File: src/hw/rdma_wr_consts.svh
// ------------------------------------------------
// Widths and default depths of the RDMA write path
// Queue depths must be 2 or more
// ------------------------------------------------
`ifndef RDMA_WR_CONSTS_SVH
`define RDMA_WR_CONSTS_SVH

// Stream payload
`define RDMA_DATA_BITS 64
`define RDMA_TID_BITS 6

// Request fields
`define RDMA_PID_BITS 6
`define RDMA_VADDR_BITS 48
`define RDMA_BLEN_BITS 8

// Default buffer depths
`define RDMA_DATA_DEPTH 16
`define RDMA_META_DEPTH 4

`endif

File: src/hw/rdma_wr_pkg.sv
// ------------------------------------------------
// Shared types of the write path
// len counts beats minus one
// ------------------------------------------------
`default_nettype none

`include "rdma_wr_consts.svh"

package rdma_wr_pkg;

  // ------------------------------------------------
  // Write request
  // ------------------------------------------------
  // Process id selects host or card
  // Length is number of beats minus one
  typedef struct packed {
    logic [`RDMA_PID_BITS-1:0]   pid;
    logic [`RDMA_VADDR_BITS-1:0] vaddr;
    logic [`RDMA_BLEN_BITS-1:0]  len;
  } wr_req_t;

  // ------------------------------------------------
  // Stream beat
  // ------------------------------------------------
  // One byte enable per data byte
  typedef struct packed {
    logic [`RDMA_DATA_BITS-1:0]     tdata;
    logic [`RDMA_DATA_BITS/8-1:0]   tkeep;
    logic                           tlast;
    logic [`RDMA_TID_BITS-1:0]      tid;
  } axis_beat_t;

  // ------------------------------------------------
  // Destination mux FSM
  // ------------------------------------------------
  // Idle waits for a request
  // Mux streams the current transfer
  typedef enum logic [0:0] {
    ST_IDLE = 1'b0,
    ST_MUX  = 1'b1
  } mux_state_e;

endpackage

`default_nettype wire

File: src/hw/meta_queue.sv
// ------------------------------------------------
// Request FIFO, DEPTH of 2 or more, ready is not full
// ------------------------------------------------
`timescale 1ns/1ns
`default_nettype none

module meta_queue #(
  parameter int DEPTH = 4
) (
  input  wire logic                 aclk,
  input  wire logic                 aresetn,
  input  wire logic                 s_valid,
  output logic                      s_ready,
  input  wire rdma_wr_pkg::wr_req_t s_req,
  output logic                      m_valid,
  input  wire logic                 m_ready,
  output rdma_wr_pkg::wr_req_t      m_req
);

  // Pointer and occupancy widths
  localparam int AW = (DEPTH > 1) ? $clog2(DEPTH) : 1;
  localparam int CW = $clog2(DEPTH + 1);

  // Entry storage
  rdma_wr_pkg::wr_req_t mem [DEPTH];

  logic [AW-1:0] wr_ptr;
  logic [AW-1:0] rd_ptr;
  logic [CW-1:0] count;
  logic          push;
  logic          pop;

  // Handshakes
  assign s_ready = (count != CW'(DEPTH));
  assign m_valid = (count != '0);
  assign push    = s_valid && s_ready;
  assign pop     = m_valid && m_ready;

  // Head entry straight from storage
  assign m_req = mem[rd_ptr];

  // Write port
  always_ff @(posedge aclk) begin
    if (push) begin
      mem[wr_ptr] <= s_req;
    end
  end

  // Pointers and count
  always_ff @(posedge aclk) begin
    if (!aresetn) begin
      wr_ptr <= '0;
      rd_ptr <= '0;
      count  <= '0;
    end else begin
      // Wrap at DEPTH-1
      if (push) begin
        wr_ptr <= (wr_ptr == AW'(DEPTH - 1)) ? '0 : wr_ptr + 1'b1;
      end
      if (pop) begin
        rd_ptr <= (rd_ptr == AW'(DEPTH - 1)) ? '0 : rd_ptr + 1'b1;
      end
      // Push and pop together leave count alone
      case ({push, pop})
        2'b10:   count <= count + 1'b1;
        2'b01:   count <= count - 1'b1;
        default: count <= count;
      endcase
    end
  end

endmodule

`default_nettype wire

File: src/hw/axis_data_fifo.sv
// ------------------------------------------------
// Stream beat FIFO, DEPTH of 2 or more, ready is not full
// ------------------------------------------------
`timescale 1ns/1ns
`default_nettype none

module axis_data_fifo #(
  parameter int DEPTH = 16
) (
  input  wire logic                    aclk,
  input  wire logic                    aresetn,
  input  wire logic                    s_valid,
  output logic                         s_ready,
  input  wire rdma_wr_pkg::axis_beat_t s_beat,
  output logic                         m_valid,
  input  wire logic                    m_ready,
  output rdma_wr_pkg::axis_beat_t      m_beat
);

  localparam int AW = (DEPTH > 1) ? $clog2(DEPTH) : 1;
  localparam int CW = $clog2(DEPTH + 1);

  // ------------------------------------------------
  // Storage and state
  // ------------------------------------------------
  // Whole beat kept as one word
  rdma_wr_pkg::axis_beat_t mem [DEPTH];

  logic [AW-1:0] wr_ptr;
  logic [AW-1:0] rd_ptr;
  logic [CW-1:0] count;
  logic [CW-1:0] count_next;
  logic          full;
  logic          empty;
  logic          wr_en;
  logic          rd_en;

  // ------------------------------------------------
  // Handshakes
  // ------------------------------------------------
  assign s_ready = !full;
  assign m_valid = !empty;
  assign wr_en   = s_valid && !full;
  assign rd_en   = m_ready && !empty;

  // Oldest beat, passed as stored
  assign m_beat = mem[rd_ptr];

  // Occupancy after this edge
  always_comb begin
    count_next = count;
    if (wr_en && !rd_en) begin
      count_next = count + 1'b1;
    end else if (rd_en && !wr_en) begin
      count_next = count - 1'b1;
    end
  end

  // ------------------------------------------------
  // Registers
  // ------------------------------------------------
  // Beat write
  always_ff @(posedge aclk) begin
    if (wr_en) begin
      mem[wr_ptr] <= s_beat;
    end
  end

  // Pointers, count and flags
  always_ff @(posedge aclk) begin
    if (!aresetn) begin
      wr_ptr <= '0;
      rd_ptr <= '0;
      count  <= '0;
      full   <= 1'b0;
      empty  <= 1'b1;
    end else begin
      if (wr_en) begin
        wr_ptr <= (wr_ptr == AW'(DEPTH - 1)) ? '0 : wr_ptr + 1'b1;
      end
      if (rd_en) begin
        rd_ptr <= (rd_ptr == AW'(DEPTH - 1)) ? '0 : rd_ptr + 1'b1;
      end
      count <= count_next;
      // Flags from next count, so no extra cycle
      full  <= (count_next == CW'(DEPTH));
      empty <= (count_next == '0);
    end
  end

endmodule

`default_nettype wire

File: src/hw/wr_dest_mux.sv
// ------------------------------------------------
// Steers len+1 beats per request to host or card
// tlast is not checked, the beat counter ends a transfer
// ------------------------------------------------
`timescale 1ns/1ns
`default_nettype none

`include "rdma_wr_consts.svh"

module wr_dest_mux (
  input  wire logic                        aclk,
  input  wire logic                        aresetn,
  input  wire logic [`RDMA_PID_BITS-1:0]   mux_ctid,

  // Incoming requests
  input  wire logic                        s_rq_valid,
  output logic                             s_rq_ready,
  input  wire rdma_wr_pkg::wr_req_t        s_rq_req,

  // Forwarded requests
  output logic                             sq_valid,
  input  wire logic                        sq_ready,
  output rdma_wr_pkg::wr_req_t             sq_req,

  // Buffered beats
  input  wire logic                        int_valid,
  output logic                             int_ready,
  input  wire rdma_wr_pkg::axis_beat_t     int_beat,

  // Host side
  output logic                             host_valid,
  input  wire logic                        host_ready,
  output rdma_wr_pkg::axis_beat_t          host_beat,

  // Card side
  output logic                             card_valid,
  input  wire logic                        card_ready,
  output rdma_wr_pkg::axis_beat_t          card_beat
);

  // ------------------------------------------------
  // State
  // ------------------------------------------------
  rdma_wr_pkg::mux_state_e      state_q;
  rdma_wr_pkg::mux_state_e      state_d;
  logic [`RDMA_BLEN_BITS-1:0]   cnt_q;
  logic [`RDMA_BLEN_BITS-1:0]   cnt_d;
  logic                         host_q;
  logic                         host_d;

  logic active;
  logic beat_fire;
  logic tr_done;
  logic take;

  // Streaming only in ST_MUX
  assign active    = (state_q == rdma_wr_pkg::ST_MUX);
  assign beat_fire = int_valid && int_ready;
  // Last beat of the current transfer
  assign tr_done   = active && (cnt_q == '0) && beat_fire;

  // New request allowed when idle or on the final beat
  assign take = s_rq_valid && sq_ready && (!active || tr_done);

  // ------------------------------------------------
  // Request hand-off
  // ------------------------------------------------
  // Same-cycle pass to the send queue
  assign s_rq_ready = take;
  assign sq_valid   = take;
  assign sq_req     = s_rq_req;

  // ------------------------------------------------
  // Beat steering
  // ------------------------------------------------
  always_comb begin
    host_valid = 1'b0;
    host_beat  = '0;
    card_valid = 1'b0;
    card_beat  = '0;
    int_ready  = 1'b0;
    if (active) begin
      if (host_q) begin
        host_valid = int_valid;
        host_beat  = int_beat;
        int_ready  = host_ready;
      end else begin
        card_valid = int_valid;
        card_beat  = int_beat;
        int_ready  = card_ready;
      end
    end
  end

  // ------------------------------------------------
  // Next state, counter and destination
  // ------------------------------------------------
  always_comb begin
    state_d = state_q;
    cnt_d   = cnt_q;
    host_d  = host_q;
    case (state_q)
      rdma_wr_pkg::ST_IDLE: begin
        if (take) begin
          state_d = rdma_wr_pkg::ST_MUX;
        end
      end
      rdma_wr_pkg::ST_MUX: begin
        // Back-to-back request stays in ST_MUX
        if (tr_done && !take) begin
          state_d = rdma_wr_pkg::ST_IDLE;
        end
      end
      default: state_d = rdma_wr_pkg::ST_IDLE;
    endcase
    // Load on take, else count down accepted beats
    if (take) begin
      cnt_d  = s_rq_req.len;
      host_d = (s_rq_req.pid == mux_ctid);
    end else if (active && beat_fire && (cnt_q != '0)) begin
      cnt_d = cnt_q - 1'b1;
    end
  end

  always_ff @(posedge aclk) begin
    if (!aresetn) begin
      state_q <= rdma_wr_pkg::ST_IDLE;
      cnt_q   <= '0;
      host_q  <= 1'b0;
    end else begin
      state_q <= state_d;
      cnt_q   <= cnt_d;
      host_q  <= host_d;
    end
  end

endmodule

`default_nettype wire

File: src/hw/rdma_wr_top.sv
// ------------------------------------------------
// Write-data path, data FIFO into mux, request queue after it
// ------------------------------------------------
`timescale 1ns/1ns
`default_nettype none

`include "rdma_wr_consts.svh"

module rdma_wr_top (
  input  wire logic                      aclk,
  input  wire logic                      aresetn,
  input  wire logic [`RDMA_PID_BITS-1:0] mux_ctid,

  // Requests in
  input  wire logic                      s_rq_valid,
  output logic                           s_rq_ready,
  input  wire rdma_wr_pkg::wr_req_t      s_rq_req,

  // Send queue out
  output logic                           m_sq_valid,
  input  wire logic                      m_sq_ready,
  output rdma_wr_pkg::wr_req_t           m_sq_req,

  // Data stream in
  input  wire logic                      s_axis_valid,
  output logic                           s_axis_ready,
  input  wire rdma_wr_pkg::axis_beat_t   s_axis_beat,

  // Host stream out
  output logic                           m_axis_host_valid,
  input  wire logic                      m_axis_host_ready,
  output rdma_wr_pkg::axis_beat_t        m_axis_host_beat,

  // Card stream out
  output logic                           m_axis_card_valid,
  input  wire logic                      m_axis_card_ready,
  output rdma_wr_pkg::axis_beat_t        m_axis_card_beat
);

  // Mux to send queue
  logic                    sq_valid;
  logic                    sq_ready;
  rdma_wr_pkg::wr_req_t    sq_req;

  // Data FIFO to mux
  logic                    int_valid;
  logic                    int_ready;
  rdma_wr_pkg::axis_beat_t int_beat;

  axis_data_fifo #(.DEPTH(`RDMA_DATA_DEPTH)) inst_data_fifo (
    .aclk(aclk), .aresetn(aresetn),
    .s_valid(s_axis_valid), .s_ready(s_axis_ready), .s_beat(s_axis_beat),
    .m_valid(int_valid), .m_ready(int_ready), .m_beat(int_beat)
  );

  wr_dest_mux inst_mux (
    .aclk(aclk), .aresetn(aresetn), .mux_ctid(mux_ctid),
    .s_rq_valid(s_rq_valid), .s_rq_ready(s_rq_ready), .s_rq_req(s_rq_req),
    .sq_valid(sq_valid), .sq_ready(sq_ready), .sq_req(sq_req),
    .int_valid(int_valid), .int_ready(int_ready), .int_beat(int_beat),
    .host_valid(m_axis_host_valid), .host_ready(m_axis_host_ready),
    .host_beat(m_axis_host_beat),
    .card_valid(m_axis_card_valid), .card_ready(m_axis_card_ready),
    .card_beat(m_axis_card_beat)
  );

  meta_queue #(.DEPTH(`RDMA_META_DEPTH)) inst_queue_sq (
    .aclk(aclk), .aresetn(aresetn),
    .s_valid(sq_valid), .s_ready(sq_ready), .s_req(sq_req),
    .m_valid(m_sq_valid), .m_ready(m_sq_ready), .m_req(m_sq_req)
  );

endmodule

`default_nettype wire

File: config.mk
export PLATFORM = sky130hd
export DESIGN_NAME = rdma_wr_top
export DESIGN_NICKNAME = d
export VERILOG_FILES = /design/src/hw/rdma_wr_pkg.sv /design/src/hw/meta_queue.sv /design/src/hw/axis_data_fifo.sv /design/src/hw/wr_dest_mux.sv /design/src/hw/rdma_wr_top.sv
export VERILOG_INCLUDE_DIRS = /design/src /design/src/hw
export SDC_FILE = /design/constraint.sdc
export NUM_CORES = 1
export LEC_CHECK = 0
export BUFFER_PORTS_ARGS = -buffer_cell sky130_fd_sc_hd__buf_2
export CORE_MARGIN = 3
export CORE_UTILIZATION = 50
export DETAILED_ROUTE_END_ITERATION = 12
export GPL_TIMING_DRIVEN = 0
export PLACE_DENSITY = 0.68
export SLEW_MARGIN = 20
export SYNTH_ARGS = -nofsm -noshare
export SYNTH_HDL_FRONTEND = slang
export SYNTH_SLANG_ARGS = --single-unit
File: constraint.sdc
create_clock -name aclk -period 13.7 [get_ports aclk]
set_clock_uncertainty 0.1 [all_clocks]
set_input_delay 2.74 -clock aclk [delete_from_list [all_inputs] [get_ports aclk]]
set_output_delay 2.74 -clock aclk [all_outputs]
set_load 0.01 [all_outputs]
-- Yosys cells after proc, flatten, opt, wreduce, memory -nomap -nowiden
Memories as Yosys holds them, arrays and structs flattened. A register that Yosys moved wholly into a read port is not among the register bits.
Index checks and enable logic that the tools add are counted.
- output and inout port bits: 225
- bits in writable memories: 1512
- bits of input ports: 154
- memories kept: 2
- word-level logic and storage cells: 88
- register bits after elaboration: 32
- memory list (name ; depth ; width ; rd ports ; clocked after memory_dff ; wr ports ; RTL line ; RTL):
    inst_data_fifo.mem ; 16 ; 79 ; 1 ; 1 ; 1 ; axis_data_fifo.sv:27 ; rdma_wr_pkg::axis_beat_t mem [DEPTH];
    inst_queue_sq.mem ; 4 ; 62 ; 1 ; 1 ; 1 ; meta_queue.sv:25 ; rdma_wr_pkg::wr_req_t mem [DEPTH];
- bitwise operators: 1
- multiplexer cells: 30
- reductions and logical operators: 26
- equality and inequality tests: 9
- add/sub/neg operators: 9
- operators with widths (kind ; count):
    79-bit two-way mux ; 4
    4-bit two-way mux ; 4
    8-bit two-way mux ; 2
    1-bit logical AND ; 13
    1-bit two-way mux ; 12
    5-bit two-way mux ; 2
    4-bit by 1-bit adder with 4-bit output, second input constant ; 2
    4-bit == test, second input constant ; 2
    8-bit logical NOT ; 1
    2-bit two-way mux ; 4
    8-bit nonzero test ; 1
    8-bit by 1-bit subtractor with 8-bit output, second input constant ; 1
    2-bit == test, second input constant ; 3
    6-bit == test ; 1
    1-bit logical NOT ; 6
    3-bit case mux with 2 select lines ; 1
    5-bit by 1-bit adder with 5-bit output, second input constant ; 1
    5-bit == test, second input constant ; 1
    5-bit logical NOT ; 1
    5-bit by 1-bit subtractor with 5-bit output, second input constant ; 1
    2-bit by 1-bit adder with 2-bit output, second input constant ; 2
    2-bit nonzero test ; 2
    3-bit by 1-bit adder with 3-bit output, second input constant ; 1
    3-bit != test, second input constant ; 1
    other kinds (6) ; 6

-- Depth between registers and ports, before layout
Gate-level depths: netlist of the first run.
- depth in word-level cells: 10
- depth in mapped cells: 12
- depth with buffers taken out: 11

-- Hierarchy
From an unflattened synthesis of the first run, not the netlist that was laid out.
- cells, all modules: 2586
- area total of the unflattened synthesis: 60128.9 um2
- by module, submodules not included (module ; seq. area each (um2) ; cells an instance ; area each (um2) ; instances):
    axis_data_fifo ; 38336.8 ; 1866 ; 48391.4 ; 1
    meta_queue ; 7627.3 ; 380 ; 9425.3 ; 1
    wr_dest_mux ; 200.2 ; 340 ; 2312.2 ; 1

-- Least setup slack after synthesis of the first run
Ideal clock, no wire load.
- kind: input-to-reg
- start point: input port s_axis_valid
- end point: memory inst_data_fifo.mem[3][0] (netlist name), enable pin
- path slack: 4.265 ns
- buffers on the path: 1
- arrival: 8.722 ns
- setup time: 0.613 ns
- data required time: 12.987 ns
- stages on the path: 4
- cells stage by stage: nor2b_1 > clkbuf_1 > nand2_1 > nor3_1
- longest elaborated chain between the ends: 3
- ends and longest elaborated chain (element ; RTL line ; RTL):
    start: declaration ; rdma_wr_top.sv:25 ; input wire logic s_axis_valid,
    1-bit logical AND ; axis_data_fifo.sv:43 ; assign wr_en = s_valid && !full;
    1-bit two-way mux ; axis_data_fifo.sv:64 ; if (wr_en) begin
    1-bit two-way mux (not written as such) ; axis_data_fifo.sv:65 ; mem[wr_ptr] <= s_beat;
    end: declaration ; axis_data_fifo.sv:27 ;
No other way between the ends.

==> flow_metrics.py, run 1 <==
metrics = {
    "clock_tree": {
        "cts-root-buf": "clkbuf_16",
        "cts_tree": "built",
        "ctsResizeCount": 0,
        "clock_latency_ps": 760,
        "cts_inserted_buffers": 155,
        "clk_pin_slew_ps": 60,
        "htree_levels": 4,
        "cts.sink_count": 1550,
        "post-cts-setup-buffer-count": 0,
        "postCtsHoldBufs": 0,
        "clock_path_buffers": 3,
    },
    "worst_setup_path": {
        "critPathArrivalTime_ps": 4420,
        "cp_slowest_stage_delay_ps": 780,
        "startpoint_type": "flop",
        "crit_slowest_cell": "clkbuf_1",
        "crit_chain": "buf_2 -> clkbuf_1 -> clkbuf_1 -> mux4_2 -> mux4_2 -> and2_1 -> buf_2",
        "cp_max_fo": 10,
        "endpoint_kind": "output pin",
        "required_ps": 10860,
        "worstSetupPathType": "flop to output pin",
    },
    "logic_synthesis": {
        "synth_top_area_frac": 0.7643,
        "synth_largest_area_cell": "edfxtp_1",
        "postSynth.asyncResetShare": 0,
        "ys.warnings.count": 0,
        "synth_ff_type": "edfxtp_1",
        "postSynthCellCount": 2506,
        "avgSynthCellArea_um2": 23.70,
        "yosys_register_bits": 1550,
        "synth_area_leaders": "edfxtp_1 76%, mux4_2 17%, dfxtp_1 1.3%",
        "synth-edff-count": 1512,
        "synth_common_cells": "1512 x edfxtp_1, 457 x mux4_2, 87 x and2_1",
        "synth_cell_type_count": 50,
        "synth_seq_area_share": 0.7771,
        "synth_most_common_cell": "edfxtp_1",
        "syn_nets": 2676,
        "netlist_area_um2": 59400,
    },
    "grt": {
        "grt_pass1_wl_um": 208000,
        "globalRouteOverflowTotal": 0,
        "grt_start_max_net_pins": 45,
        "grt_busiest_layer": "met2",
        "grt_use_met2": 0.3945,
        "use_met3": 0.05298,
        "use_met1": 0.3202,
        "grt_pass1_vias": 29876,
        "antenna_found_initial": 40,
        "grt.total_usage": 0.2377,
    },
    "placement": {
        "place.gp.congestion": 0.7561,
        "place.detailed.hpwl_um": 95630,
        "dp_worst_setup_slack_ps": 6733,
        "portBuffers": 378,
    },
    "sta": {
        "hold_viol": 0,
        "max_slew.worst_pin.slew_ps": 1145,
        "grt_setup_unrepaired": "no",
        "drv_slew": 0,
        "setup_slack_ps": 6443,
        "finalSetupViolations": 0,
        "fin_crit_ps": 7257,
        "max_freq_ghz": 0.1378,
        "slew_headroom": 0.2365,
        "period_share": 0.5297,
    },
    "finish": {
        "area_growth_pct": 18.74,
        "drive_gt1_frac": 0.3794,
        "layout.nets": 3333,
        "final_util": 0.6030,
    },
    "route": {
        "drt-total-wl_um": 144700,
        "route.detailed.drc": 0,
        "drtPass1Iterations": 6,
        "vias": 28986,
        "first_iter_violations": 3168,
        "wl_per_cell_um": 29.94,
        "viasPerCell": 5.996,
        "antenna_left": 0,
    },
    "worst_hold_path": {
        "holdCritPathClass": "flop to flop",
    },
    "floorplan": {
        "die_h_um": 350.7,
        "row_count": 125,
        "die_w_um": 350.7,
        "start_util": 0.5078,
        "core-area_um2": 117000,
        "dieArea_um2": 123000,
        "pin_count": 379,
    },
    "power_and_ir_drop": {
        "power_density_nw_per_um2": 146.6,
        "leakagePower_uw": 0.02266,
        "ir_drop_mv": 0.1253,
    },
    "status": {
        "status": "completed",
    },
    "run": {
        "drv_cap": 0,
    },
}
[final cells by class]
| type | count | area (um^2) |
|---|---|---|
| fill | 8008 | 46450 |
| antenna | 26 | 65.06 |
| clock buffer | 199 | 4150 |
| multi-input combinational | 811 | 12660 |
| clock inverter | 79 | 860.8 |
| sequential | 1550 | 46160 |
| inverter | 18 | 67.56 |
| buffer | 127 | 649.4 |
| timing repair buffer | 500 | 4011 |
| tap | 1524 | 1907 |
[layer usage]
layer  share of wire  vias up
met5         0.00061        -
li1                -    11975
met4           0.024       12
met1            0.38    15322
met2            0.51     1443
met3           0.094      234
[cell usage in the layout, fill, tap and decap left out, types with 9 or more instances in the layout]
master,count
nor2_1,17
and2_1,83
a21oi_1,21
edfxtp_1,1512
inv_1,18
nor2_4,13
mux4_2,457
buf_16,42
buf_2,399
clkbuf_1,107
buf_12,26
nand2_1,28
clkinv_1,28
dfxtp_1,38
xor2_1,13
nor2b_1,81
buf_6,20
bufinv_16,13
diode_2,26
o21ai_0,9
buf_4,61
ha_1,15
clkbuf_16,160
clkinv_2,16
[state kept, by name (all words and copies together) (netlist names), named ones only]
| register | cells |
|---|---|
| inst_mux.host_q | 1 |
| inst_data_fifo.rd_ptr | 4 |
| inst_data_fifo.mem | 1264 |
| inst_data_fifo.empty | 1 |
| inst_mux.cnt_q | 8 |
| inst_data_fifo.full | 1 |
| inst_data_fifo.count | 5 |
| inst_queue_sq.wr_ptr | 2 |
| inst_queue_sq.rd_ptr | 2 |
| inst_queue_sq.count | 3 |
| inst_mux.active | 1 |
| inst_data_fifo.wr_ptr | 4 |
| inst_queue_sq.mem | 248 |
[cells by family (layout without fill, tap and decap cells)]
logic type / count (synthesis) / count (layout) / synth area share
AOI/OAI and AO/OA: 52 / 52 / 0.005476
buffers and inverters: 145 / 923 / 0.01190
other: 0 / 26 / 0
xor gates and xnor gates: 16 / 16 / 0.002359
muxes: 462 / 462 / 0.1741
DFF: 1550 / 1550 / 0.7771
and+or+nand+nor: 265 / 265 / 0.02553
adders and majority gates: 16 / 16 / 0.003496
[power by group]
part           total [uW]  leakage [uW]  internal, uW  switching [uW]
Clock                4150       0.00241          2400            1750
Sequential           5340        0.0140          5310            32.0
Combinational         847       0.00625           381             466
[path summary, 6_finish.rpt]
path / from / to / slack, ps / cells after the start
hold reg to reg: inst_queue_sq.rd_ptr[1] / inst_queue_sq.rd_ptr[1] / 390 / 2
hold / removal: inst_queue_sq.rd_ptr[1] / inst_queue_sq.rd_ptr[1] / 390 / 2
setup / recovery: flop / m_axis_card_beat[3] / 6440 / 7
setup reg to reg: inst_data_fifo.full / inst_data_fifo.mem[1][12] / 10470 / 8
[worst max-delay path: cells and delay by family (launching register included)]
kind / cells / cell delay [ps]
buf+inv: 4 / 2090
mux: 2 / 980
simple gates: 1 / 250
flops: 1 / 310
[stage by stage]
step / power (uW) / TNS, ps / hold WS (ps) / std cells / cell area (um^2)
CTS: 10420 / 0 / 396.5 / 4808 / 70470
global placement: 6263 / -1006470 / 377.5 / 4408 / 63200
floorplan: 5947 / 0 / 354.1 / 2506 / 59400
detailed placement: 6298 / 0 / 387.3 / 4530 / 65460
finish: 10340 / 0 / 389.1 / 4834 / 70540
global route: 10680 / 0 / 425.3 / 4816 / 70490
No activity file was read; power rests on OpenSTA's default activity.
==> run 2: changes to the inputs <==
PLACE_DENSITY = 0.7   (was 0.68)
clock period = 6.3 ns   (was 13.7 ns; I/O delays follow)
==> run 2 against run 1 <==
Effect of this change: design area about the same; worst hold slack improved by 6.3 ps; via count increased by 0.41%; sequential power increased by 120%; combinational power increased by 120%; critical path type unchanged.
==> flow_metrics.py, run 2 (same netlist as run 1, synthesis figures left out) <==
metrics = {
    "sta": {
        "setup_slack_ps": 442.9,
        "finalSetupViolations": 0,
        "grt_setup_unrepaired": "no",
        "max_slew.worst_pin.slew_ps": 1043,
        "final.setup.tns_ps": 0,
        "period_share": 0.9297,
        "hold_ws_ps": 395.3,
        "drv_slew": 0,
        "max_freq_ghz": 0.1707,
        "hold_viol": 0,
        "slew_headroom": 0.3049,
        "fin_crit_ps": 5857,
    },
    "clock_tree": {
        "htree_levels": 4,
        "cts-root-buf": "clkbuf_16",
        "postCtsHoldBufs": 0,
        "cts_inserted_buffers": 156,
        "clock_path_buffers": 3,
        "cts_tree": "built",
        "cts.sink_count": 1550,
        "clock_latency_ps": 760,
        "clk_pin_slew_ps": 60,
        "ctsResizeCount": 0,
        "post-cts-setup-buffer-count": 0,
    },
    "worst_setup_path": {
        "required_ps": 4940,
        "cp_max_fo": 10,
        "crit_slowest_cell": "clkbuf_1",
        "endpoint_kind": "output pin",
        "worstSetupPathType": "flop to output pin",
        "critPathArrivalTime_ps": 4500,
        "crit_chain": "buf_2 -> clkbuf_1 -> clkbuf_1 -> mux4_2 -> mux4_2 -> and2_1 -> buf_2",
        "startpoint_type": "flop",
        "cp_slowest_stage_delay_ps": 800,
    },
    "power_and_ir_drop": {
        "ir_drop_mv": 0.2540,
        "leakagePower_uw": 0.02252,
        "power_density_nw_per_um2": 316.2,
        "power_uw": 22280,
    },
    "route": {
        "viasPerCell": 6.051,
        "drtPass1Iterations": 7,
        "route.detailed.drc": 0,
        "drt-total-wl_um": 146400,
        "antenna_left": 0,
        "first_iter_violations": 3118,
        "wl_per_cell_um": 30.43,
        "vias": 29106,
    },
    "finish": {
        "mostFrequentLayoutCells": "1512 x edfxtp_1, 457 x mux4_2, 397 x buf_2, 158 x clkbuf_16, 101 x clkbuf_1",
        "layout.nets": 3314,
        "largest-register": "inst_data_fifo.mem",
        "fin_area_um2": 70470,
        "final_common_cell": "edfxtp_1",
        "drive_gt1_frac": 0.3748,
        "largest_reg_flops": 1264,
        "area_growth_pct": 18.63,
        "fillers": 7977,
        "top_regs": "inst_data_fifo.mem: 1264 flops, inst_queue_sq.mem: 248 flops, inst_mux.cnt_q: 8 flops",
    },
    "grt": {
        "antenna_found_initial": 32,
        "grt_start_max_net_pins": 42,
        "grt_pass1_wl_um": 209700,
        "globalRouteOverflowTotal": 0,
        "grt_pass1_vias": 30025,
        "grt.total_usage": 0.2400,
    },
    "placement": {
        "place.detailed.hpwl_um": 95850,
        "place_area_um2": 65530,
        "place.gp.congestion": 0.7643,
        "dp_worst_setup_slack_ps": 1291,
        "portBuffers": 378,
    },
    "floorplan": {
        "die_h_um": 350.7,
        "row_count": 125,
        "die_w_um": 350.7,
        "dieArea_um2": 123000,
        "start_util": 0.5078,
        "pin_count": 379,
        "core-area_um2": 117000,
    },
    "worst_hold_path": {
        "holdCritPathClass": "flop to flop",
    },
    "run": {
        "drv_cap": 0,
    },
    "status": {
        "status": "completed",
    },
}
==> run 2: changes by cell type in the layout (fill, tap and decap cells not counted), sizes merged <==
cell,previous run,this run
buf,553,531
bufinv,13,8
clkbuf,273,265
clkinv,53,63
inv,24,25
==> run 2: where the power goes <==
| part | internal [uW] | total (uW) | switching (uW) |
|---|---|---|---|
| registers | 11500 | 11600 | 73.1 |
| logic | 838 | 1870 | 1030 |
| clock network | 4960 | 8800 | 3830 |
==> run 2: layout make-up <==
type / count / area, um^2 / share of cell area
buffer: 127 / 646.9 / 0.009179
clock inverter: 85 / 803.3 / 0.01140
clock buffer: 189 / 4070 / 0.05775
antenna: 26 / 65.06 / 0.0009232
multi-input combinational: 811 / 12690 / 0.1800
inverter: 18 / 67.56 / 0.0009587
tap: 1524 / 1907 / 0.02706
sequential: 1550 / 46160 / 0.6551
timing repair buffer: 480 / 4061 / 0.05763
==> run 2: per-layer routing <==
metal / GRT usage / up-vias / routed length [um]
met5: 0 / - / 103
met4: 0.06679 / 16 / 3607
met3: 0.05860 / 271 / 13520
met2: 0.3953 / 1486 / 72880
met1: 0.3238 / 15391 / 56250
li1: - / 11942 / -
==> run 2: final timing paths <==
| kind | startpoint | endpoint | slack (ps) | depth (start not counted) |
|---|---|---|---|---|
| worst max-delay path | flop | m_axis_card_beat[43] | 440 | 7 |
| worst min-delay path | inst_queue_sq.rd_ptr[1] | inst_queue_sq.rd_ptr[1] | 400 | 2 |
| worst max register to register | inst_data_fifo.full | inst_data_fifo.mem[8][11] | 3060 | 8 |
| worst min register to register | inst_queue_sq.rd_ptr[1] | inst_queue_sq.rd_ptr[1] | 400 | 2 |
==> run 2: worst max-delay path: cells and delay by family (launching register included) <==
| kind | cells | cell delay [ps] |
|---|---|---|
| flops | 1 | 320 |
| buf+inv | 4 | 2110 |
| mux | 2 | 1060 |
| simple gates | 1 | 240 |
==> run 2: through the flow <==
| step | util | std cells |
|---|---|---|
| floorplan | - | 2506 |
| global placement | 0.5404 | 4408 |
| detailed placement | 0.5602 | 4510 |
| CTS | 0.6018 | 4784 |
| global route | 0.6019 | 4785 |
| finish | 0.6024 | 4810 |
